File: src/slc3Pkg.sv
package slc3Pkg;

	// Width of every data word, register and bus
	localparam int WORD_W = 16;

	// Instruction opcodes as found in IR[15:12]
	typedef enum logic [3:0] {
		opBr    = 4'd0,
		opAdd   = 4'd1,
		opAnd   = 4'd5,
		opLdr   = 4'd6,
		opStr   = 4'd7,
		opNot   = 4'd9,
		opJmp   = 4'd12,
		opPause = 4'd13
	} opcodeT;

	// Controller states
	typedef enum logic [3:0] {
		sHalted,
		sFetch1,
		sFetch2,
		sFetch3,
		sDecode,
		sExecAlu,
		sBranch,
		sJump,
		sAddrCalc,
		sReadWait,
		sReadDone,
		sLoadReg,
		sWriteMem,
		sPause1,
		sPause2
	} stateT;

	// ALU function select
	typedef enum logic [1:0] {
		aluAdd,
		aluAnd,
		aluNot,
		aluPassA
	} aluOpT;

	// Single driver of the internal bus
	typedef enum logic [2:0] {
		gateNone,
		gatePc,
		gateMdr,
		gateAlu,
		gateMarMux
	} gateT;

	// Source of the next PC value
	typedef enum logic [1:0] {
		pcInc,
		pcBus,
		pcAdder
	} pcSelT;

endpackage
File: src/datapath.sv
`timescale 1ns/1ps

module datapath (
	input  logic                         Clk,
	input  logic                         rstN,
	input  logic                         ldMar,
	input  logic                         ldMdr,
	input  logic                         ldIr,
	input  logic                         ldBen,
	input  logic                         ldCc,
	input  logic                         ldReg,
	input  logic                         ldPc,
	input  logic                         ldLed,
	input  slc3Pkg::gateT                gate,
	input  slc3Pkg::pcSelT               pcSel,
	input  slc3Pkg::aluOpT               aluOp,
	input  logic                         drMux,
	input  logic                         sr1Mux,
	input  logic                         addr1Mux,
	input  logic                         mioEn,
	input  logic [slc3Pkg::WORD_W-1:0]   memRdata,
	output logic [slc3Pkg::WORD_W-1:0]   memAddr,
	output logic [slc3Pkg::WORD_W-1:0]   memWdata,
	output logic [slc3Pkg::WORD_W-1:0]   ir,
	output logic                         ben,
	output logic [slc3Pkg::WORD_W-1:0]   pc,
	output logic [11:0]                  led
);

	logic [slc3Pkg::WORD_W-1:0] mar, mdr, bus;
	logic [slc3Pkg::WORD_W-1:0] sr1Out, sr2Out, aluB, aluOut;
	logic [slc3Pkg::WORD_W-1:0] addr1, addr2, addrSum;
	logic [2:0] drSel, sr1Sel;
	// Condition codes, n z p from high to low
	logic [2:0] nzp;

	// DRMUX picks R7 for link style writes
	assign drSel = drMux ? 3'b111 : ir[11:9];
	// SR1MUX picks BaseR/SR1 or the STR source field
	assign sr1Sel = sr1Mux ? ir[8:6] : ir[11:9];

	regFile rf0 (
		.Clk(Clk),
		.rstN(rstN),
		.ld(ldReg),
		.dr(drSel),
		.sr1(sr1Sel),
		.sr2(ir[2:0]),
		.din(bus),
		.sr1Out(sr1Out),
		.sr2Out(sr2Out)
	);

	// IR[5] selects the sign-extended imm5 over SR2
	assign aluB = ir[5] ? {{(slc3Pkg::WORD_W-5){ir[4]}}, ir[4:0]} : sr2Out;

	always_comb begin
		case (aluOp)
			slc3Pkg::aluAdd: aluOut = sr1Out + aluB;
			slc3Pkg::aluAnd: aluOut = sr1Out & aluB;
			slc3Pkg::aluNot: aluOut = ~sr1Out;
			default:         aluOut = sr1Out;
		endcase
	end

	// Base plus offset6 for LDR/STR, PC plus offset9 for BR
	assign addr1 = addr1Mux ? sr1Out : pc;
	assign addr2 = addr1Mux ? {{(slc3Pkg::WORD_W-6){ir[5]}}, ir[5:0]}
	                        : {{(slc3Pkg::WORD_W-9){ir[8]}}, ir[8:0]};
	assign addrSum = addr1 + addr2;

	// Internal bus, idles at zero with no gate open
	always_comb begin
		case (gate)
			slc3Pkg::gatePc:     bus = pc;
			slc3Pkg::gateMdr:    bus = mdr;
			slc3Pkg::gateAlu:    bus = aluOut;
			slc3Pkg::gateMarMux: bus = addrSum;
			default:             bus = '0;
		endcase
	end

	always_ff @(posedge Clk) begin
		if (!rstN) begin
			pc  <= '0;
			mar <= '0;
			mdr <= '0;
			ir  <= '0;
			led <= '0;
			ben <= 1'b0;
			// Z after reset
			nzp <= 3'b010;
		end else begin
			if (ldPc) begin
				case (pcSel)
					slc3Pkg::pcBus:   pc <= bus;
					slc3Pkg::pcAdder: pc <= addrSum;
					default:          pc <= pc + 1'b1;
				endcase
			end
			if (ldMar) begin
				mar <= bus;
			end
			// Memory side or bus side into MDR
			if (ldMdr) begin
				mdr <= mioEn ? memRdata : bus;
			end
			if (ldIr) begin
				ir <= bus;
			end
			if (ldCc) begin
				nzp <= {bus[slc3Pkg::WORD_W-1], bus == '0, !bus[slc3Pkg::WORD_W-1] && bus != '0};
			end
			// Branch enable from the nzp mask in IR[11:9]
			if (ldBen) begin
				ben <= |(ir[11:9] & nzp);
			end
			// PAUSE operand straight from IR
			if (ldLed) begin
				led <= ir[11:0];
			end
		end
	end

	assign memAddr  = mar;
	assign memWdata = mdr;

	// A fresh IR must not coincide with a PC change from the controller
	assert property (@(posedge Clk) disable iff (!rstN) $rose(ldIr) |-> !ldPc);

endmodule

File: src/regFile.sv
`timescale 1ns/1ps

module regFile (
	input  logic                         Clk,
	input  logic                         rstN,
	input  logic                         ld,
	input  logic [2:0]                   dr,
	input  logic [2:0]                   sr1,
	input  logic [2:0]                   sr2,
	input  logic [slc3Pkg::WORD_W-1:0]   din,
	output logic [slc3Pkg::WORD_W-1:0]   sr1Out,
	output logic [slc3Pkg::WORD_W-1:0]   sr2Out
);

	// R0 to R7
	logic [slc3Pkg::WORD_W-1:0] regs [8];

	// Single write port, loads the bus value into DR
	always_ff @(posedge Clk) begin
		if (!rstN) begin
			for (int i = 0; i < 8; i++) begin
				regs[i] <= '0;
			end
		end else if (ld) begin
			regs[dr] <= din;
		end
	end

	// Both source reads are combinational
	// so ALU and address adder see the operands in the same cycle
	assign sr1Out = regs[sr1];
	assign sr2Out = regs[sr2];

endmodule

File: config.mk
export PLATFORM = sky130hd
export DESIGN_NAME = datapath
export DESIGN_NICKNAME = d
export VERILOG_FILES = /design/src/slc3Pkg.sv /design/src/datapath.sv /design/src/regFile.sv
export SDC_FILE = /design/constraint.sdc
export NUM_CORES = 1
export LEC_CHECK = 0
export BUFFER_PORTS_ARGS = -buffer_cell sky130_fd_sc_hd__buf_2
export CELL_PAD_IN_SITES_DETAIL_PLACEMENT = 2
export CELL_PAD_IN_SITES_GLOBAL_PLACEMENT = 2
export CORE_ASPECT_RATIO = 1.1
export CORE_UTILIZATION = 42
export DETAILED_ROUTE_END_ITERATION = 10
export PLACE_DENSITY = 0.91
export SYNTH_ARGS = -nofsm -noshare
export SYNTH_HDL_FRONTEND = slang
export SYNTH_SLANG_ARGS = --single-unit
File: constraint.sdc
create_clock -name Clk -period 7.9 [get_ports Clk]
set_clock_uncertainty 0.1 [all_clocks]
set_input_delay 0.395 -clock Clk [delete_from_list [all_inputs] [get_ports Clk]]
set_output_delay 0.395 -clock Clk [all_outputs]
set_load 0.05 [all_outputs]
# [Word level (Yosys, flattened, before mapping)]
# Memory sizes are Yosys's and may differ from the RTL's. A register that Yosys moved wholly into a read port is not among the register bits.
# Cells that the tools add are included.
[word_totals] register_bits=80 latchBits=0 mem_bits_rw=128 romBits=0 memories=1
[classes] addsub=3 mul=0 n_div=0 order_cmp=0 eq_ne=8 n_shift=0 n_mux=18 bitwise_logic=3 reduce_logical=7
[mem_list] name="rf0.regs" depth=8 width=16 read_ports=2 rd_ports_with_merged_regs=1 write_ports=8 line_no="regFile.sv:16" rtl="logic [slc3Pkg::WORD_W-1:0] regs [8];"
[op_table] cell="16-bit two-way mux" count=5
[op_table] cell="16-bit one-hot mux with 4 select lines" count=1
[op_table] cell="16-bit one-hot mux with 3 select lines" count=1
[op_table] cell="16-bit adder" count=2
[op_table] cell="16-bit one-hot mux with 2 select lines" count=1
[op_table] cell="16-bit by 1-bit adder with 16-bit output, second input constant" count=1
[op_table] cell="16-bit bitwise AND" count=1
[op_table] cell="16-bit logical NOT" count=1
[op_table] cell="16-bit NOT" count=1
[op_table] cell="16-bit nonzero test" count=1
[op_table] cell="16-bit OR reduction" count=1
[op_table] cell="3-bit two-way mux" count=5
[op_table] cell="3-bit by 2-bit == test with 1-bit output, second input constant" count=2
[op_table] cell="1-bit two-way mux" count=5
[op_table] cell="2-bit by 1-bit == test with 1-bit output, second input constant" count=2
[op_table] cell="2-bit == test, second input constant" count=2
[op_table] cell="3-bit bitwise AND" count=1
[op_table] cell="3-bit by 1-bit == test with 1-bit output, second input constant" count=1
[op_table] cell="3-bit == test, second input constant" count=1
[op_table] cell="3-bit OR reduction" count=1
[op_table] cell="2-bit logical NOT" count=1
[op_table] cell="1-bit logical AND" count=1
[op_table] cell="1-bit logical NOT" count=1

# [Depth between registers and ports, before layout]
# An unclocked memory read counts as a cell.
[logic_depth] depth_word=7 mapped_depth=22

# [Cells and area by module]
# From an unflattened synthesis, not the netlist that was laid out.
[hier_totals] cells_unflattened=1259 area_unflattened_um2=13254.0
[modules_own_cells] mod="regFile" instances=1 cells_per_inst=430 area_per_inst_um2=6876.6
[modules_own_cells] mod="datapath" instances=1 cells_per_inst=829 area_per_inst_um2=6377.4

# [Worst setup path after synthesis]
# No wires, ideal clock.
[synth_timing] kind="reg2reg" start="register ir[6] in the netlist's numbering" end="register nzp[0]" setup_time_ns=0.116 t_arrival_ns=4.894 t_required_ns=7.684 path_slack_ns=2.789 stages_incl_launch_ff=19 path_buffers=3 period_less_slack_ns=5.111 cell_sequence="dfxtp_1 buf_6 mux2_4 buf_6 buf_6 mux4_1 mux2i_4 a21oi_1 ha_1 fa_1 a211oi_1 o21ai_0 a221oi_1 xor2_1 o21ai_0 or4b_1 nor4_1 nand4_1 a41o_1"
[synth_between] elab_chain_cells=7
[synth_rtl] element="start, declared" line_no="datapath.sv:24" rtl="output logic [slc3Pkg::WORD_W-1:0] ir,"
[synth_rtl] element="start signal, assigned" line_no="datapath.sv:109" rtl="ir <= bus;"
[synth_rtl] element="3-bit two-way mux" line_no="datapath.sv:40" rtl="assign sr1Sel = sr1Mux ? ir[8:6] : ir[11:9];"
[synth_rtl] element="memory 8 x 16 bit"
[synth_rtl] element="16-bit adder (tied with other cells)" line_no="datapath.sv:59" rtl="slc3Pkg::aluAdd: aluOut = sr1Out + aluB;"
[synth_rtl] element="16-bit one-hot mux with 3 select lines or 16-bit adder (tied branches)" line_no="datapath.sv:58, datapath.sv:70"
[synth_rtl] element="16-bit one-hot mux with 4 select lines *" line_no="datapath.sv:74" rtl="case (gate)"
[synth_rtl] element="16-bit nonzero test or 1-bit logical NOT (tied branches)" line_no="datapath.sv:112" rtl="nzp <= {bus[slc3Pkg::WORD_W-1], bus == '0, !bus[slc3Pkg::WORD_W-1] && bus != '0};"
[synth_rtl] element="1-bit logical AND *" line_no="datapath.sv:112"
[synth_rtl] element="end signal, assigned" line_no="datapath.sv:112"
[synth_rtl] element="end, declared" line_no="datapath.sv:35" rtl="logic [2:0] nzp;"
# Mark *: on every way between the ends. The rest lies on a longest branch, timed or not.
# A chain may end at the register's enable or synchronous reset.

# [Final worst setup path]
[layout_timing] start="register ir[6] in the netlist's numbering" end="register mdr, in the netlist memWdata[10]"
[layout_between] elab_chain_cells=6
[layout_rtl] element="3-bit two-way mux" line_no="datapath.sv:40"
[layout_rtl] element="memory 8 x 16 bit"
[layout_rtl] element="16-bit adder (tied with other cells)" line_no="datapath.sv:59"
[layout_rtl] element="16-bit one-hot mux with 3 select lines or 16-bit adder (tied branches)" line_no="datapath.sv:58, datapath.sv:70"
[layout_rtl] element="16-bit one-hot mux with 4 select lines *" line_no="datapath.sv:74"
[layout_rtl] element="16-bit two-way mux *" line_no="datapath.sv:106" rtl="mdr <= mioEn ? memRdata : bus;"
[layout_rtl] element="end signal, assigned" line_no="datapath.sv:106"
[layout_rtl] element="end, declared" line_no="datapath.sv:30" rtl="logic [slc3Pkg::WORD_W-1:0] mar, mdr, bus;"
# Marked as above.

==> results.sh <==
export IMPL_cp_start_kind="flop"
export IMPL_drive_above_1_share=0.164
export IMPL_fin_util=0.480
export IMPL_vdd_drop_max_v=0.000228
export IMPL_share_comb_of_total_power=0.289
export IMPL_numCtsBuffers=25
export IMPL_ys_types=85
export IMPL_seqCellArea_mm2=0.00551
export IMPL_synthTopCellsByArea="edfxtp_1 (28%), dfxtp_1 (12%), mux4_2 (6.9%), mux2i_1 (6.0%), nor2_1 (5.7%)"
export IMPL_cts_resized=0
export IMPL_final_cell_mix="nor2_1 (205), edfxtp_1 (128), nand2_1 (127), buf_2 (113), dfxtp_1 (82)"
export IMPL_area_growth_pct=11.6
export IMPL_dp_hpwl_um=43600
export IMPL_yosysWarnings=0
export IMPL_seq_power_share=0.376
export IMPL_hold_start="ldBen"
export IMPL_pin_count=114
export IMPL_post_route_drc_count=0
export IMPL_multi_input_area_mm2=0.00755
export IMPL_clkSinkCount=211
export IMPL_internal_power_uw=2170
export IMPL_synth_edf_count=128
export IMPL_ant_nets=0
export IMPL_dieArea_mm2=0.0332
export IMPL_yosysTopAreaCellShare=0.282
export IMPL_period_share=0.873
export IMPL_swShare=0.372
export IMPL_die_h_um=191
export IMPL_synth_top_cell_by_area="edfxtp_1"
export IMPL_async_reset_ff_frac=0
export IMPL_hold_ws_ns=0.0170
export IMPL_dp_slack_ns=1.49
export IMPL_hold_viol_final=0
export IMPL_crit_path_start="ir[6]"
export IMPL_cp_cell_sequence="mux2_4 > nand2b_1 > a221o_1 > a22oi_2 > a21oi_1 > fa_1 > a211oi_1 > o21ai_0 > a221oi_1 > xor2_1 > o21ai_0 > nor3b_2 > o21ai_0 > mux2i_1 > nor2b_1"
export IMPL_power_density_mw_per_mm2=227
export IMPL_hold_class="primary input to flop"
export IMPL_fin_crit_ns=6.90
export IMPL_viasPerCell=7.05
export IMPL_synth_seq_area_share=0.404
export IMPL_wl_um=67700
export IMPL_antenna_found_initial=5
export IMPL_grt_pass1_wl_um=98300
export IMPL_core_mm2=0.0317
export IMPL_cpPeakStageDelay_ns=1.12
export IMPL_first_pass_iters=5
export IMPL_relSlewSlack=0.0637
export IMPL_wl_per_cell_um=35.6
export IMPL_cp_max_fo=38
export IMPL_synth_nets=1485
export IMPL_power_share_clock=0.335
export IMPL_setup_tns_ns=0
export IMPL_start_util=0.431
export IMPL_cts_max_path_buffers=3
export IMPL_clk_pin_slew_ns=0.07
export IMPL_arrival_ns=7.25
export IMPL_slowest_stage="nor3b_2"
export IMPL_drt_iter0_drc=1436
export IMPL_grt_overflow=0
export IMPL_grt_usage=0.404
export IMPL_max_freq_mhz=145
export IMPL_cts_max_level=1
export IMPL_drv_cap=0
export IMPL_postCtsHoldBufs=0
export IMPL_fin_ws_ns=1.00
export IMPL_vias=13400
export IMPL_routabilityCongestion=0.963
export IMPL_rsz0062_at_grt="no"
export IMPL_grt_pass1_vias=14300
export IMPL_rr_startpoint="ir[6]"
export IMPL_grt_max_degree=83
export IMPL_p_switching_uw=1280
export IMPL_post_cts_buffers=0
export IMPL_p_leak_uw=0.00621
export IMPL_fill_cells=3321
export IMPL_status="finished, final reports clean"
export IMPL_setup_viol=0
export IMPL_layout_commonest_cell="nor2_1"
export IMPL_finalPower_uw=3450
export IMPL_die_x_um=174
export IMPL_required_ns=8.25
export IMPL_io_buffer_count=113
export IMPL_netlist_instances=1413
export IMPL_ys_seq_elements=211
export IMPL_cts_root_buffer="clkbuf_16"
export IMPL_num_rows=68
export IMPL_clk_latency_ns=0.56
export IMPL_cpMostUsedCell="o21ai_0"
export IMPL_synth_area_mm2=0.0136
export IMPL_layout_nets=1531
export IMPL_worst_setup_path_type="flop to flop"
export IMPL_syn_mean_instance_area_um2=9.64
export IMPL_synthFlopType="edfxtp_1"
export IMPL_drv_slew=0
export IMPL_cts_tree="built"
export IMPL_worstMarginPinSlew_ns=1.40
export IMPL_endpoint_kind="flop"
==> worst max-delay path, delay by kind of cell, from the launching register on <==
kind / cells / cell delay, ns
adders and majority gates: 1 / 0.50
AOI/OAI and AO/OA: 8 / 2.91
DFF: 1 / 0.68
xor gates and xnor gates: 1 / 0.27
muxes: 2 / 0.98
and+or+nand+nor: 3 / 1.32
==> layer usage <==
metal / part of all wire / global-route usage / vias up
met5: 0.00049 / 0 / -
met4: 0.072 / 0.275 / 4
met3: 0.093 / 0.0992 / 307
met2: 0.48 / 0.670 / 930
met1: 0.36 / 0.464 / 6810
li1: - / - / 5335
==> metrics by stage <==
stage / instances / instance area, um2
6_report: 1900 / 15200
5_1_grt: 1897 / 15200
4_1_cts: 1897 / 15200
3_5_place_dp: 1852 / 14400
3_3_place_gp: 1852 / 14400
2_1_floorplan: 1413 / 13600
==> logic make-up after synthesis <==
| logic type | after synthesis | synth area share |
|---|---|---|
| AOI/OAI and AO/OA | 339 | 0.175 |
| xor gates and xnor gates | 19 | 0.0122 |
| adders and majority gates | 36 | 0.0334 |
| buffers and inverters | 147 | 0.0437 |
| DFF | 211 | 0.404 |
| muxes | 141 | 0.155 |
| and+or+nand+nor | 520 | 0.176 |
==> final cells by class <==
type,instances,area share
Antenna cell,3,0.000494
Multi-Input combinational cell,1055,0.497
Tap cell,420,0.0346
Clock buffer,35,0.0457
Inverter,35,0.00864
Timing Repair Buffer,131,0.0461
Clock inverter,10,0.00535
Sequential cell,211,0.362
==> cells in the mapped netlist (30+ instances only) <==
| cell type | n |
|---|---|
| nor2b_1 | 52 |
| edfxtp_1 | 128 |
| mux4_2 | 42 |
| nand2_1 | 127 |
| o211a_1 | 34 |
| ha_1 | 34 |
| clkbuf_1 | 87 |
| o21ai_0 | 77 |
| a21oi_1 | 64 |
| nand3_1 | 30 |
| mux2i_1 | 81 |
| dfxtp_1 | 83 |
| inv_1 | 33 |
| nor2_1 | 206 |
==> power groups by stage <==
| stage | logic, uW | clock network [uW] | registers (uW) |
|---|---|---|---|
| floorplan | 554 | 0 | 1360 |
| global placement | 889 | 0 | 1300 |
| detailed placement | 933 | 0 | 1310 |
| CTS | 966 | 1150 | 1290 |
| global route | 1030 | 1190 | 1300 |
| finish | 997 | 1160 | 1300 |
==> sequential cells by signal, summed over array words and instances, names as in the netlist, named ones only <==
name      count
pc           16
rf0.regs    128
memAddr      16
ben           1
nzp           3
led          12
memWdata     16
ir           16
==> path summary, 6_finish.rpt <==
| kind | endpoint | slack, ns | cells past startpoint |
|---|---|---|---|
| max | memWdata[10] | 1.00 | 15 |
| min reg2reg | ir[14] | 0.39 | 1 |
| min | ben | 0.02 | 2 |
| max reg2reg | memWdata[10] | 1.00 | 15 |
Power figures use the tool's default switching activity.
