===== config.mk =====
export PLATFORM = sky130hd
export DESIGN_NAME = controlUnit
export DESIGN_NICKNAME = d
export VERILOG_FILES = /design/src/slc3Pkg.sv /design/src/controlUnit.sv
export SDC_FILE = /design/constraint.sdc
export NUM_CORES = 1
export LEC_CHECK = 0
export BUFFER_PORTS_ARGS = -buffer_cell sky130_fd_sc_hd__buf_2
export CORE_MARGIN = 8
export CORE_UTILIZATION = 42
export DETAILED_ROUTE_END_ITERATION = 10
export PLACE_DENSITY = 0.81
export SETUP_SLACK_MARGIN = 0.5
export SYNTH_ARGS = -nofsm -noshare
export SYNTH_HDL_FRONTEND = slang
export SYNTH_SLANG_ARGS = --single-unit

===== constraint.sdc =====
create_clock -name Clk -period 2.15 [get_ports Clk]
set_clock_uncertainty 0.1 [all_clocks]
set_input_delay 0.215 -clock Clk [delete_from_list [all_inputs] [get_ports Clk]]
set_output_delay 0.215 -clock Clk [all_outputs]
set_load 0.03 [all_outputs]

===== src/slc3Pkg.sv =====
package slc3Pkg;

	// Width of every data word, register and bus
	localparam int WORD_W = 16;

	// Instruction opcodes as found in IR[15:12]
	typedef enum logic [3:0] {
		opBr    = 4'd0,
		opAdd   = 4'd1,
		opAnd   = 4'd5,
		opLdr   = 4'd6,
		opStr   = 4'd7,
		opNot   = 4'd9,
		opJmp   = 4'd12,
		opPause = 4'd13
	} opcodeT;

	// Controller states
	typedef enum logic [3:0] {
		sHalted,
		sFetch1,
		sFetch2,
		sFetch3,
		sDecode,
		sExecAlu,
		sBranch,
		sJump,
		sAddrCalc,
		sReadWait,
		sReadDone,
		sLoadReg,
		sWriteMem,
		sPause1,
		sPause2
	} stateT;

	// ALU function select
	typedef enum logic [1:0] {
		aluAdd,
		aluAnd,
		aluNot,
		aluPassA
	} aluOpT;

	// Single driver of the internal bus
	typedef enum logic [2:0] {
		gateNone,
		gatePc,
		gateMdr,
		gateAlu,
		gateMarMux
	} gateT;

	// Source of the next PC value
	typedef enum logic [1:0] {
		pcInc,
		pcBus,
		pcAdder
	} pcSelT;

endpackage

===== src/controlUnit.sv =====
`timescale 1ns/1ps

module controlUnit (
	input  logic               Clk,
	input  logic               rstN,
	input  logic               run,
	input  logic               cont,
	input  logic [15:0]        ir,
	input  logic               ben,
	output logic               ldMar,
	output logic               ldMdr,
	output logic               ldIr,
	output logic               ldBen,
	output logic               ldCc,
	output logic               ldReg,
	output logic               ldPc,
	output logic               ldLed,
	output slc3Pkg::gateT      gate,
	output slc3Pkg::pcSelT     pcSel,
	output slc3Pkg::aluOpT     aluOp,
	output logic               drMux,
	output logic               sr1Mux,
	output logic               addr1Mux,
	output logic               mioEn,
	output logic               memWe,
	output logic               halted,
	output logic               paused
);

	slc3Pkg::stateT state, stateNext;
	slc3Pkg::opcodeT opcode;
	// High from the second cycle spent in the same state
	logic step;

	assign opcode = slc3Pkg::opcodeT'(ir[15:12]);

	always_ff @(posedge Clk) begin
		if (!rstN) begin
			state <= slc3Pkg::sHalted;
			step  <= 1'b0;
		end else begin
			state <= stateNext;
			step  <= (stateNext == state);
		end
	end

	always_comb begin
		stateNext = state;
		case (state)
			slc3Pkg::sHalted: if (run) stateNext = slc3Pkg::sFetch1;
			slc3Pkg::sFetch1: stateNext = slc3Pkg::sFetch2;
			slc3Pkg::sFetch2: stateNext = slc3Pkg::sFetch3;
			slc3Pkg::sFetch3: stateNext = slc3Pkg::sDecode;
			// First Decode cycle loads IR, the second dispatches on it
			slc3Pkg::sDecode: begin
				if (step) begin
					case (opcode)
						slc3Pkg::opAdd, slc3Pkg::opAnd, slc3Pkg::opNot:
							stateNext = slc3Pkg::sExecAlu;
						slc3Pkg::opBr:    stateNext = slc3Pkg::sBranch;
						slc3Pkg::opJmp:   stateNext = slc3Pkg::sJump;
						slc3Pkg::opLdr, slc3Pkg::opStr:
							stateNext = slc3Pkg::sAddrCalc;
						slc3Pkg::opPause: stateNext = slc3Pkg::sPause1;
						// Unknown opcode stops the core
						default:          stateNext = slc3Pkg::sHalted;
					endcase
				end
			end
			slc3Pkg::sAddrCalc: begin
				stateNext = (opcode == slc3Pkg::opStr) ? slc3Pkg::sWriteMem : slc3Pkg::sReadWait;
			end
			slc3Pkg::sReadWait: stateNext = slc3Pkg::sReadDone;
			slc3Pkg::sReadDone: stateNext = slc3Pkg::sLoadReg;
			// Two cycles, MDR load then the write strobe
			slc3Pkg::sWriteMem: if (step) stateNext = slc3Pkg::sFetch1;
			slc3Pkg::sPause1: if (step && cont) stateNext = slc3Pkg::sPause2;
			slc3Pkg::sExecAlu, slc3Pkg::sBranch, slc3Pkg::sJump,
			slc3Pkg::sLoadReg, slc3Pkg::sPause2: stateNext = slc3Pkg::sFetch1;
			default: stateNext = slc3Pkg::sHalted;
		endcase
	end

	always_comb begin
		ldMar    = 1'b0;
		ldMdr    = 1'b0;
		ldIr     = 1'b0;
		ldBen    = 1'b0;
		ldCc     = 1'b0;
		ldReg    = 1'b0;
		ldPc     = 1'b0;
		ldLed    = 1'b0;
		gate     = slc3Pkg::gateNone;
		pcSel    = slc3Pkg::pcInc;
		aluOp    = slc3Pkg::aluPassA;
		drMux    = 1'b0;
		sr1Mux   = 1'b0;
		addr1Mux = 1'b0;
		mioEn    = 1'b0;
		memWe    = 1'b0;
		halted   = (state == slc3Pkg::sHalted);
		// LED already holds the operand once paused rises
		paused   = (state == slc3Pkg::sPause1) && step;
		case (state)
			slc3Pkg::sHalted: begin
				// Idle bus is zero, so run restarts at address 0
				ldPc  = run;
				pcSel = slc3Pkg::pcBus;
			end
			slc3Pkg::sFetch1: begin
				gate  = slc3Pkg::gatePc;
				ldMar = 1'b1;
				ldPc  = 1'b1;
			end
			slc3Pkg::sFetch3, slc3Pkg::sReadDone: begin
				ldMdr = 1'b1;
				mioEn = 1'b1;
			end
			slc3Pkg::sDecode: begin
				gate  = step ? slc3Pkg::gateNone : slc3Pkg::gateMdr;
				ldIr  = !step;
				ldBen = step;
			end
			slc3Pkg::sExecAlu: begin
				gate   = slc3Pkg::gateAlu;
				sr1Mux = 1'b1;
				ldReg  = 1'b1;
				ldCc   = 1'b1;
				case (opcode)
					slc3Pkg::opAnd: aluOp = slc3Pkg::aluAnd;
					slc3Pkg::opNot: aluOp = slc3Pkg::aluNot;
					default:        aluOp = slc3Pkg::aluAdd;
				endcase
			end
			slc3Pkg::sBranch: begin
				pcSel = slc3Pkg::pcAdder;
				ldPc  = ben;
			end
			// BaseR passes through the ALU onto the bus
			slc3Pkg::sJump: begin
				gate   = slc3Pkg::gateAlu;
				sr1Mux = 1'b1;
				pcSel  = slc3Pkg::pcBus;
				ldPc   = 1'b1;
			end
			slc3Pkg::sAddrCalc: begin
				gate     = slc3Pkg::gateMarMux;
				addr1Mux = 1'b1;
				sr1Mux   = 1'b1;
				ldMar    = 1'b1;
			end
			slc3Pkg::sLoadReg: begin
				gate  = slc3Pkg::gateMdr;
				ldReg = 1'b1;
				ldCc  = 1'b1;
			end
			// Source register from IR[11:9] into MDR, then write
			slc3Pkg::sWriteMem: begin
				gate  = step ? slc3Pkg::gateNone : slc3Pkg::gateAlu;
				ldMdr = !step;
				memWe = step;
			end
			slc3Pkg::sPause1: ldLed = !step;
			default: ;
		endcase
	end

	// Memory is written only from the store state
	assert property (@(posedge Clk) disable iff (!rstN) memWe |-> state == slc3Pkg::sWriteMem);
	assert property (@(posedge Clk) disable iff (!rstN) !(ldReg && memWe));
	// Any reset cycle leaves the core halted
	assert property (@(posedge Clk) !rstN |=> state == slc3Pkg::sHalted);

endmodule


==> impl_metrics.csv, run 1 <==
group,metric,value,unit
sta,worst_path_end_type,"register input",
global_routing,grt_max_degree,11,
yosys,synthesis.yosys.warnings,0,
status,haltStage,"global routing",
placement,numPortBuffers,29,
yosys,synth_commonest_cells,"nand2_1 (7), nor2_1 (7), a21oi_1 (6), o21ai_0 (6)",
clock_tree,cts_max_level,1,
yosys,syn_area_per_cell,6.92,um2
yosys,synth_edf_count,0,
yosys,syn_inst,102,
placement,gp_congestion,0.942,
placement,hpwlAfterDp,1780,um
sta,worstEndpointGrtRepair,"step$_SDFF_PN0_/D",
floorplan,die_w,57.0,um
clock_tree,numCtsBuffers,3,
yosys,synth_area_leaders,"dfxtp_1 (14%), a21oi_1 (4.3%), o21ai_0 (4.3%)",
floorplan,io_pins,43,
clock_tree,cts_num_sinks,5,
global_routing,antenna_found_initial,0,
yosys,yosys.cell_types.count,43,
yosys,synth-seq-area-share,14.2,%
clock_tree,cts_root_buf,"clkbuf_4",
floorplan,initial_utilization,42.7,%
status,status,"stopped before the end",
yosys,netlist_area,706,um2
status,toolErrorMsg,"[ERROR DPL-0033] detailed placement checks failed during check placement.",
yosys,netlist.top_cell.by_area,"dfxtp_1",
yosys,synth_fp_nets,123,
clock_tree,ctsHoldBuffers,0,
clock_tree,clock_path_buffers,2,
yosys,synth-main-ff-cell,"dfxtp_1",
yosys,async_reset_ff_share,0,%
yosys,netlist.area_leader.share,14.2,%
floorplan,row_count,15,
yosys,ys_seq_elements,5,
floorplan,fp.dieH,57.0,um
[through the flow]
stage,std cells,instance area [um2],setup slack [ns],hold slack (ns),utilization (%)
CTS,167,1380,0.345,0.124,83.4
detailed placement,144,981,0.246,0.381,59.4
global placement,144,981,0.282,0.378,59.4
floorplan,102,837,0.308,0.237,-
[kinds of logic after synthesis]
kind of cell / count (synthesis) / synth area share, %
AOI/OAI and AO/OA: 35 / 37.2
and+or+nand+nor: 40 / 31.7
other: 1 / 0.531
DFF: 5 / 14.2
xor gates and xnor gates: 3 / 3.72
buffers and inverters: 18 / 12.6
[what timing repair did]
| action | CTS |
|---|---|
| setup buffers | 19 |
| pin swaps | 10 |
| endpoints found under the hold margin | 0 |
| gates cloned | 0 |
| gates resized for setup | 67 |
| endpoints found under the setup margin | 23 |
==> run 2: changes to the inputs <==
CORE_AREA = 8 8 69 71   (was default)
CORE_MARGIN = default   (was 8)
CORE_UTILIZATION = default   (was 42)
DIE_AREA = 0 0 77 79   (was default)
PLACE_DENSITY = default   (was 0.81)
PLACE_DENSITY_LB_ADDON = 0.15   (was default)
SETUP_SLACK_MARGIN = default   (was 0.5)
==> impl_metrics.csv, run 2 <==
group,metric,value,unit
worst_setup_path,cp-start-kind,"flop",
global_routing,overflow,0,
global_routing,grt_pass1_wl,4170,um
routing,firstDrtPassIters,4,
status,status,"finished clean",
worst_setup_path,endpoint_kind,"output pin",
routing,wl_met3,104,um
clock_tree,clock_path_buffers,2,
clock_tree,clkTransAtPathRegs,0.04,ns
routing,postRouteAntennaNets,0,
global_routing,grt.total_usage,8.25,%
floorplan,io_pins,43,
routing,route.met2.wl,1100,um
floorplan,row_count,23,
yosys,synth-main-ff-cell,"dfxtp_1",
final_layout,layout_common_cells,"buf_2 (29), buf_4 (9), nor2_1 (7), nand2_1 (7)",
yosys,netlist_area,706,um2
clock_tree,cts_setup_buffers,0,
routing,viasPerCell,4.70,
yosys,synth_area_leaders,"dfxtp_1 (14%), a21oi_1 (4.3%), o21ai_0 (4.3%)",
yosys,yosys.cell_types.count,43,
sta,slew_violations,0,
routing,vias,855,
worst_setup_path,path_class,"reg -> out",
yosys,netlist.top_cell.by_area,"dfxtp_1",
worst_setup_path,cp.arrival,1.65,ns
yosys,synth-seq-area-share,14.2,%
final_layout,antennaDiodeCount,0,
routing,wl_per_cell,13.8,um
worst_setup_path,cp_num_buf_inv,2,
sta,rsz0062_at_grt,"false",
sta,fin_crit,1.96,ns
floorplan,fp.dieH,79,um
yosys,syn_area_per_cell,6.92,um2
yosys,synthesis.yosys.warnings,0,
clock_tree,numCtsBuffers,3,
routing,first_iter_violations,29,
placement,numPortBuffers,29,
sta,setup_viol,0,
yosys,ys_seq_elements,5,
sta,setup_tns,0,ns
placement,gp_congestion,0.733,
placement,placed_cells,178,
floorplan,dieArea,0.00608,mm2
sta,hold_viol_final,0,
worst_setup_path,cp_max_fo,12,
global_routing,grt_max_degree,13,
routing,routed_wl,2510,um
final_layout,instances_no_fill,182,
routing,drc_errors,0,
final_layout,area.growth.synth_to_final,37.1,%
final_layout,reg_top3,"state x4, step x1",
yosys,synth_fp_nets,123,
yosys,async_reset_ff_share,0,%
pwr,leakage,0.403,nW
yosys,synth_edf_count,0,
final_layout,largest_register_ff_count,4,
worst_setup_path,crit_chain,"buf_4 > nand2b_1 > and2_1 > nor3_1 > buf_2",
yosys,syn_inst,102,
min_path,hold_class,"in -> reg",
worst_setup_path,slowest_stage,"dfxtp_2",
placement,hpwlAfterDp,2090,um
floorplan,coreArea,0.00380,mm2
floorplan,initial_utilization,18.6,%
pwr,power.density,704,mW/mm2
sta,period_share,91.3,%
routing,dr.max_layer_used,"met4",
final_layout,fillCellCount,436,
clock_tree,cts_num_sinks,5,
clock_tree,ctsHoldBuffers,0,
worst_setup_path,crit_required,1.84,ns
yosys,synth_commonest_cells,"nand2_1 (7), nor2_1 (7), a21oi_1 (6), o21ai_0 (6)",
final_layout,top_register,"state",
worst_setup_path,cpLargestDelayFamily,"simple AND/OR/NAND/NOR gates",
sta,max_freq,0.509,GHz
pwr,ir_worst_vdd,188,uV
yosys,netlist.area_leader.share,14.2,%
run,max_cap_violations,0,
final_layout,final_nets,154,
final_layout,drive_above_1_share,37.1,%
global_routing,grt_pass1_vias,869,
global_routing,antenna_found_initial,0,
final_layout,final_common_cell,"buf_2",
worst_setup_path,slowest_delay,0.44,ns
clock_tree,worstSkewPairLatency,0.22,ns
clock_tree,cts_tree,"yes",
clock_tree,cts_root_buf,"clkbuf_8",
floorplan,die_w,77,um
clock_tree,cts_max_level,1,
routing,met1_length,1280,um
[run 2: cell counts after synthesis]
No cell type changed its count.
[run 2: kinds of logic after synthesis]
family,Yosys count,synth area share (%)
other,1,0.531
AND/OR/NAND/NOR,40,31.7
AO/OA/AOI/OAI,35,37.2
flip-flops,5,14.2
buffers and inverters,18,12.6
XOR/XNOR,3,3.72
[run 2: final cells by class]
cell class / count / area [um2] / share of cell area (%)
flip-flops and latches: 5 / 101 / 10.5
well taps: 50 / 62.6 / 6.47
multi-input cells: 79 / 523 / 54.1
clock buffers: 4 / 45.0 / 4.66
inverters: 6 / 22.5 / 2.33
repair buffers: 38 / 213 / 22.0
[run 2: final timing paths]
kind / start / to / slack, ns / cells after the start
worst max-delay path: state[0]$_SDFF_PN0_ / ldMar / 0.19 / 5
worst min-delay path: rstN / state[3]$_SDFF_PN0_ / 0.17 / 2
worst max register to register: state[2]$_SDFF_PN0_ / step$_SDFF_PN0_ / 0.27 / 6
worst min register to register: state[2]$_SDFF_PN0_ / state[2]$_SDFF_PN0_ / 0.66 / 3
[run 2: metrics by stage]
stage               setup WS [ns]  cell area (um2)  util [%]  power [mW]  hold WS [ns]
CTS                        0.0347              966      25.4       0.688         0.174
floorplan                  0.0247              712         -       0.397         0.237
global placement            0.208              921      24.2       0.514         0.394
finish                      0.186              967      25.5       0.681         0.172
global route               0.0224              967      25.5       0.737         0.192
detailed placement          0.196              921      24.2       0.515         0.399
[run 2: where the power goes]
group	leakage [nW]	total, mW	internal, mW	switching, mW
Sequential	0.0412	0.133	0.109	0.0246
Clock	0.0228	0.169	0.127	0.0420
Combinational	0.339	0.378	0.132	0.246
[run 2: worst reg2reg max path, cell delays in order, from the launching register on]
cell,delay [ns]
dfxtp_1,0.32
buf_4,0.18
and3_1,0.17
a32o_1,0.21
a2111oi_2,0.47
xnor2_1,0.18
o2111a_1,0.19
[run 2: repair_timing]
| action | 4_1_cts | 5_1_grt |
|---|---|---|
| setup endpoints to repair | 0 | 3 |
| resized for setup | 0 | 1 |
| endpoints found under the hold margin | 0 | 0 |
[run 2: per-layer routing]
layer  track usage [%]  up-vias
met1              10.7      395
met4              2.26        0
met2              13.3       21
met5                 0        -
met3              1.92        2
li1                  -      437
Note: power is estimated with default switching activity, not from simulation.
==> run 3: changes to the inputs <==
==> constraint.sdc (replaced) <==
create_clock -name Clk -period 2.15 [get_ports Clk]
set_clock_uncertainty 0.1 [all_clocks]
set_input_delay 0.43 -clock Clk [delete_from_list [all_inputs] [get_ports Clk]]
set_output_delay 0.43 -clock Clk [all_outputs]
set_load 0.03 [all_outputs]
==> impl_metrics.csv, run 3 (synthesis gave the netlist of run 2 again) <==
group,metric,value,unit
routing,postRouteAntennaNets,0,
routing,firstDrtPassIters,4,
clock_tree,numCtsBuffers,3,
sta,period_share,96.2,%
worst_setup_path,crit_required,1.62,ns
global_routing,grt.total_usage,8.63,%
pwr,clkPwrFrac,23.8,%
worst_setup_path,slowest_delay,0.45,ns
global_routing,grt_max_degree,14,
worst_setup_path,reg2reg_setup_slack,0.15,ns
routing,wl_per_cell,14.1,um
pwr,power.density,681,mW/mm2
final_layout,fin_area,0.00106,mm2
sta,slew_violations,0,
final_layout,final_nets,158,
sta,rsz0062_at_grt,"false",
clock_tree,cts_tree,"yes",
status,status,"finished clean",
clock_tree,worstSkewPairLatency,0.22,ns
placement,hpwlAfterDp,2100,um
worst_setup_path,r2r_start,"state[3]$_SDFF_PN0_",
clock_tree,cts_num_sinks,5,
clock_tree,cts_max_level,1,
final_layout,layout_common_cells,"buf_2 (26), buf_4 (15), nand2_1 (7), a21oi_1 (6), o21ai_0 (6)",
final_layout,top_register,"state",
clock_tree,clkTransAtPathRegs,0.03,ns
worst_setup_path,cp.arrival,1.54,ns
sta,max_freq,0.483,GHz
worst_setup_path,cp-startpoint,"state[3]$_SDFF_PN0_",
worst_setup_path,slowest_stage,"or3b_4",
placement,placed_cells,182,
final_layout,antennaDiodeCount,0,
worst_setup_path,endpoint_kind,"output pin",
floorplan,fp.dieH,79,um
pwr,ir_worst_vdd,198,uV
sta,setup_viol,0,
pwr,leakage,0.432,nW
pwr,p_switching,0.333,mW
sta,fin_crit,2.07,ns
final_layout,final_common_cell,"buf_2",
worst_setup_path,cp.depth,4,
worst_setup_path,cp_max_fo,5,
routing,first_iter_violations,61,
clock_tree,clock_path_buffers,2,
global_routing,grt_pass1_wl,4370,um
pwr,power_frac_seq,20.2,%
clock_tree,cts_root_buf,"clkbuf_8",
final_layout,instances_no_fill,186,
worst_setup_path,cp-start-kind,"flop",
floorplan,row_count,23,
global_routing,grt_pass1_vias,928,
floorplan,coreArea,0.00380,mm2
final_layout,reg_top3,"state x4, step x1",
run,max_cap_violations,0,
floorplan,io_pins,43,
global_routing,antenna_found_initial,0,
pwr,swShare,46.2,%
worst_setup_path,cp_num_buf_inv,2,
placement,placed_area,985,um2
clock_tree,cts_setup_buffers,0,
min_path,hold_class,"in -> reg",
worst_setup_path,crit_chain,"buf_4 > or3b_4 > nor2_2 > buf_4",
floorplan,die_w,77,um
worst_setup_path,ff2ff_path_depth,6,
floorplan,initial_utilization,18.6,%
floorplan,dieArea,0.00608,mm2
worst_setup_path,worstReg2RegEnd,"step$_SDFF_PN0_",
sta,hold_viol_final,0,
placement,numPortBuffers,29,
final_layout,largest_register_ff_count,4,
placement,gp_congestion,0.758,
routing,viasPerCell,4.85,
pwr,power.internal,0.389,mW
worst_setup_path,crit_path_end,"ldBen",
routing,drc_errors,0,
routing,routed_wl,2620,um
routing,vias,903,
pwr,combPwrFrac,56.0,%
final_layout,area.growth.synth_to_final,50.4,%
final_layout,drive_above_1_share,44.9,%
worst_setup_path,path_class,"reg -> out",
worst_setup_path,critical-path-top-cell-by-count,"buf_4",
worst_setup_path,cpLargestDelayFamily,"simple AND/OR/NAND/NOR gates",
global_routing,overflow,0,
## run 3: layout make-up
class | count | area (um2)
Fill cell | 452 | 2740
Clock buffer | 4 | 45.0
Inverter | 6 | 22.5
Multi-Input combinational cell | 79 | 566
Tap cell | 50 | 62.6
Timing Repair Buffer | 42 | 263
Sequential cell | 5 | 103
## run 3: routing by layer
| metal | up-vias | global-route usage, % | part of all wire [%] | routed length, um |
|---|---|---|---|---|
| li1 | 445 | - | - | - |
| met3 | 4 | 1.35 | 3.4 | 89 |
| met2 | 26 | 13.8 | 46 | 1210 |
| met5 | - | 0 | 0 | 0 |
| met4 | 0 | 4.53 | 1.5 | 38 |
| met1 | 428 | 11.0 | 49 | 1280 |
## run 3: how the worst min path moves through the flow
stage,cells past startpoint,slack (ns),to,startpoint
after floorplan,1,0.45,state[3]$_SDFF_PN0_,rstN
after global placement,2,0.60,state[3]$_SDFF_PN0_,rstN
after detailed placement,2,0.60,state[3]$_SDFF_PN0_,rstN
after CTS,2,0.37,state[3]$_SDFF_PN0_,rstN
after global routing,2,0.38,state[0]$_SDFF_PN0_,rstN
final,2,0.37,state[3]$_SDFF_PN0_,rstN
## run 3: power by group through the flow
stage                     logic [mW]  registers (mW)  clock network, mW
after floorplan                0.290           0.115                  0
after CTS                      0.399           0.141              0.174
after global placement         0.397           0.142                  0
after global routing           0.443           0.151              0.187
final                          0.405           0.146              0.172
after detailed placement       0.398           0.142                  0
## run 3: worst reg2reg max path: cells and delay by family (launching register included)
family,cells,cell delay (ns)
buf+inv,1,0.17
simple gates,1,0.45
compound gates,3,0.71
xor+xnor,1,0.16
flops,1,0.36
## run 3: repair_timing
| action | 4_1_cts | 5_1_grt |
|---|---|---|
| endpoints found under the setup margin | 0 | 15 |
| hold buffers | 0 | 0 |
| resized for setup | 0 | 12 |
## run 3: through the flow
stage / hold WS (ns) / utilization, % / power, mW / setup TNS [ns] / worst slack [ns]
final: 0.370 / 27.9 / 0.722 / 0 / 0.0815
after floorplan: 0.452 / - / 0.405 / -0.293 / -0.122
after CTS: 0.371 / 27.1 / 0.714 / 0 / 0.0144
after detailed placement: 0.600 / 25.9 / 0.540 / 0 / 0.104
after global placement: 0.597 / 25.9 / 0.539 / 0 / 0.0985
after global routing: 0.380 / 27.9 / 0.780 / 0 / 0.00648
==> run 4: changes to the inputs <==
CAP_MARGIN = 10   (was default)
PLACE_DENSITY = 0.54   (was default)
PLACE_DENSITY_LB_ADDON = default   (was 0.15)
SETUP_SLACK_MARGIN = 0.1   (was default)
==> impl_metrics.csv, run 4 (synthesis gave the netlist of run 2 again) <==
group,metric,value,unit
routing,drc_errors,0,
worst_setup_path,crit_chain,"buf_6 > or3_4 > a21oi_2 > a31o_2 > buf_6",
status,status,"finished clean",
final_layout,largest_register_ff_count,4,
floorplan,io_pins,43,
final_layout,final_common_cell,"buf_2",
floorplan,coreArea,0.00380,mm2
final_layout,reg_top3,"state x4, step x1",
sta,setup_tns,0,ns
sta,hold_viol_final,0,
min_path,hold_class,"in -> reg",
final_layout,antennaDiodeCount,0,
placement,pre_cts_ws,0.138,ns
sta,setup_viol,0,
sta,fin_crit,2.02,ns
run,max_cap_violations,0,
routing,vias,877,
sta,rsz0062_at_grt,"false",
sta,slew_violations,0,
worst_setup_path,cp-start-kind,"flop",
clock_tree,numCtsBuffers,3,
worst_setup_path,critical-path-top-cell-by-count,"buf_6",
floorplan,die_w,77,um
clock_tree,cts_tree,"yes",
final_layout,multiInputGateArea,597,um2
pwr,leakage,0.435,nW
sta,max_freq,0.495,GHz
routing,firstDrtPassIters,6,
clock_tree,worstSkewPairLatency,0.22,ns
floorplan,fp.dieH,79,um
clock_tree,clkTransAtPathRegs,0.03,ns
final_layout,drive_above_1_share,51.5,%
global_routing,grt_pass1_vias,829,
clock_tree,cts_setup_buffers,0,
floorplan,dieArea,0.00608,mm2
floorplan,row_count,23,
worst_setup_path,endpoint_kind,"output pin",
global_routing,antenna_found_initial,0,
global_routing,grt_pass1_wl,4130,um
pwr,ir_worst_vdd,195,uV
final_layout,area.growth.synth_to_final,57.1,%
clock_tree,cts_max_level,1,
worst_setup_path,cp_max_fo,9,
global_routing,grt.total_usage,8.16,%
clock_tree,ctsHoldBuffers,0,
floorplan,initial_utilization,18.6,%
routing,wl_per_cell,13.5,um
routing,first_iter_violations,32,
pwr,power.density,687,mW/mm2
routing,routed_wl,2520,um
final_layout,fillCellCount,446,
final_layout,layout_common_cells,"buf_2 (26), buf_4 (11), nand2_1 (7), o21ai_0 (6)",
clock_tree,clock_path_buffers,2,
final_layout,final_nets,158,
worst_setup_path,crit_required,1.62,ns
worst_setup_path,slowest_stage,"dfxtp_4",
sta,worst_slack,0.131,ns
worst_setup_path,slowest_delay,0.37,ns
final_layout,top_register,"state",
final_layout,final-seq-area,116,um2
worst_setup_path,cp.arrival,1.49,ns
global_routing,overflow,0,
placement,gp_congestion,0.778,
worst_setup_path,path_class,"reg -> out",
global_routing,grt_max_degree,15,
sta,period_share,93.9,%
clock_tree,cts_root_buf,"clkbuf_8",
routing,postRouteAntennaNets,0,
routing,viasPerCell,4.72,
placement,numPortBuffers,29,
clock_tree,cts_num_sinks,5,
placement,hpwlAfterDp,2000,um
run 4: cell types whose count changed in the layout (fill, tap and decap cells not counted), sizes merged:
cell	change
buf	-1
clkbuf	+1
run 4: per-stage QoR:
step	hold slack (ns)	std cells	total power, mW	utilization (%)	cell area [um2]
2_1_floorplan	0.452	102	0.419	-	762
3_3_place_gp	0.598	182	0.554	26.3	1000
3_5_place_dp	0.598	182	0.554	26.3	1000
4_1_cts	0.368	186	0.737	27.9	1060
5_1_grt	0.383	186	0.812	29.2	1110
6_report	0.369	186	0.761	29.2	1110
run 4: power breakdown:
group	switching [mW]	internal, mW	leakage, nW	total [mW]
Sequential	0.0343	0.114	0.0442	0.148
Combinational	0.267	0.176	0.368	0.443
Clock	0.0437	0.127	0.0228	0.171
run 4: routing by layer:
layer,wire length [um],track usage (%)
met1,1240,10.7
met2,1130,12.1
met3,116,1.81
met4,25,4.53
met5,0,0
run 4: layout make-up:
class                      count  area share [%]
tap                           50            5.64
multi-input combinational     79            53.8
sequential                     5            10.5
timing repair buffer          42            23.9
clock buffer                   4            4.06
inverter                       6            2.03
run 4: final timing paths:
| kind | startpoint | depth (start not counted) | slack, ns | endpoint |
|---|---|---|---|---|
| min reg2reg | state[3]$_SDFF_PN0_ | 3 | 0.61 | state[3]$_SDFF_PN0_ |
| max | state[1]$_SDFF_PN0_ | 5 | 0.13 | gate[1] |
| max reg2reg | state[1]$_SDFF_PN0_ | 6 | 0.22 | step$_SDFF_PN0_ |
| min | rstN | 2 | 0.37 | state[3]$_SDFF_PN0_ |
run 4: worst max-delay path, delay by kind of cell (launching register included):
family / cells / cell delay, ns
DFF: 1 / 0.37
and+or+nand+nor: 1 / 0.37
buffers and inverters: 2 / 0.28
AOI/OAI and AO/OA: 2 / 0.25
run 4: repair_timing:
item                                    CTS  global route
gates resized for setup                   7            15
pin swaps                                 0             1
hold endpoints to repair                  0             0
endpoints found under the setup margin   10            10
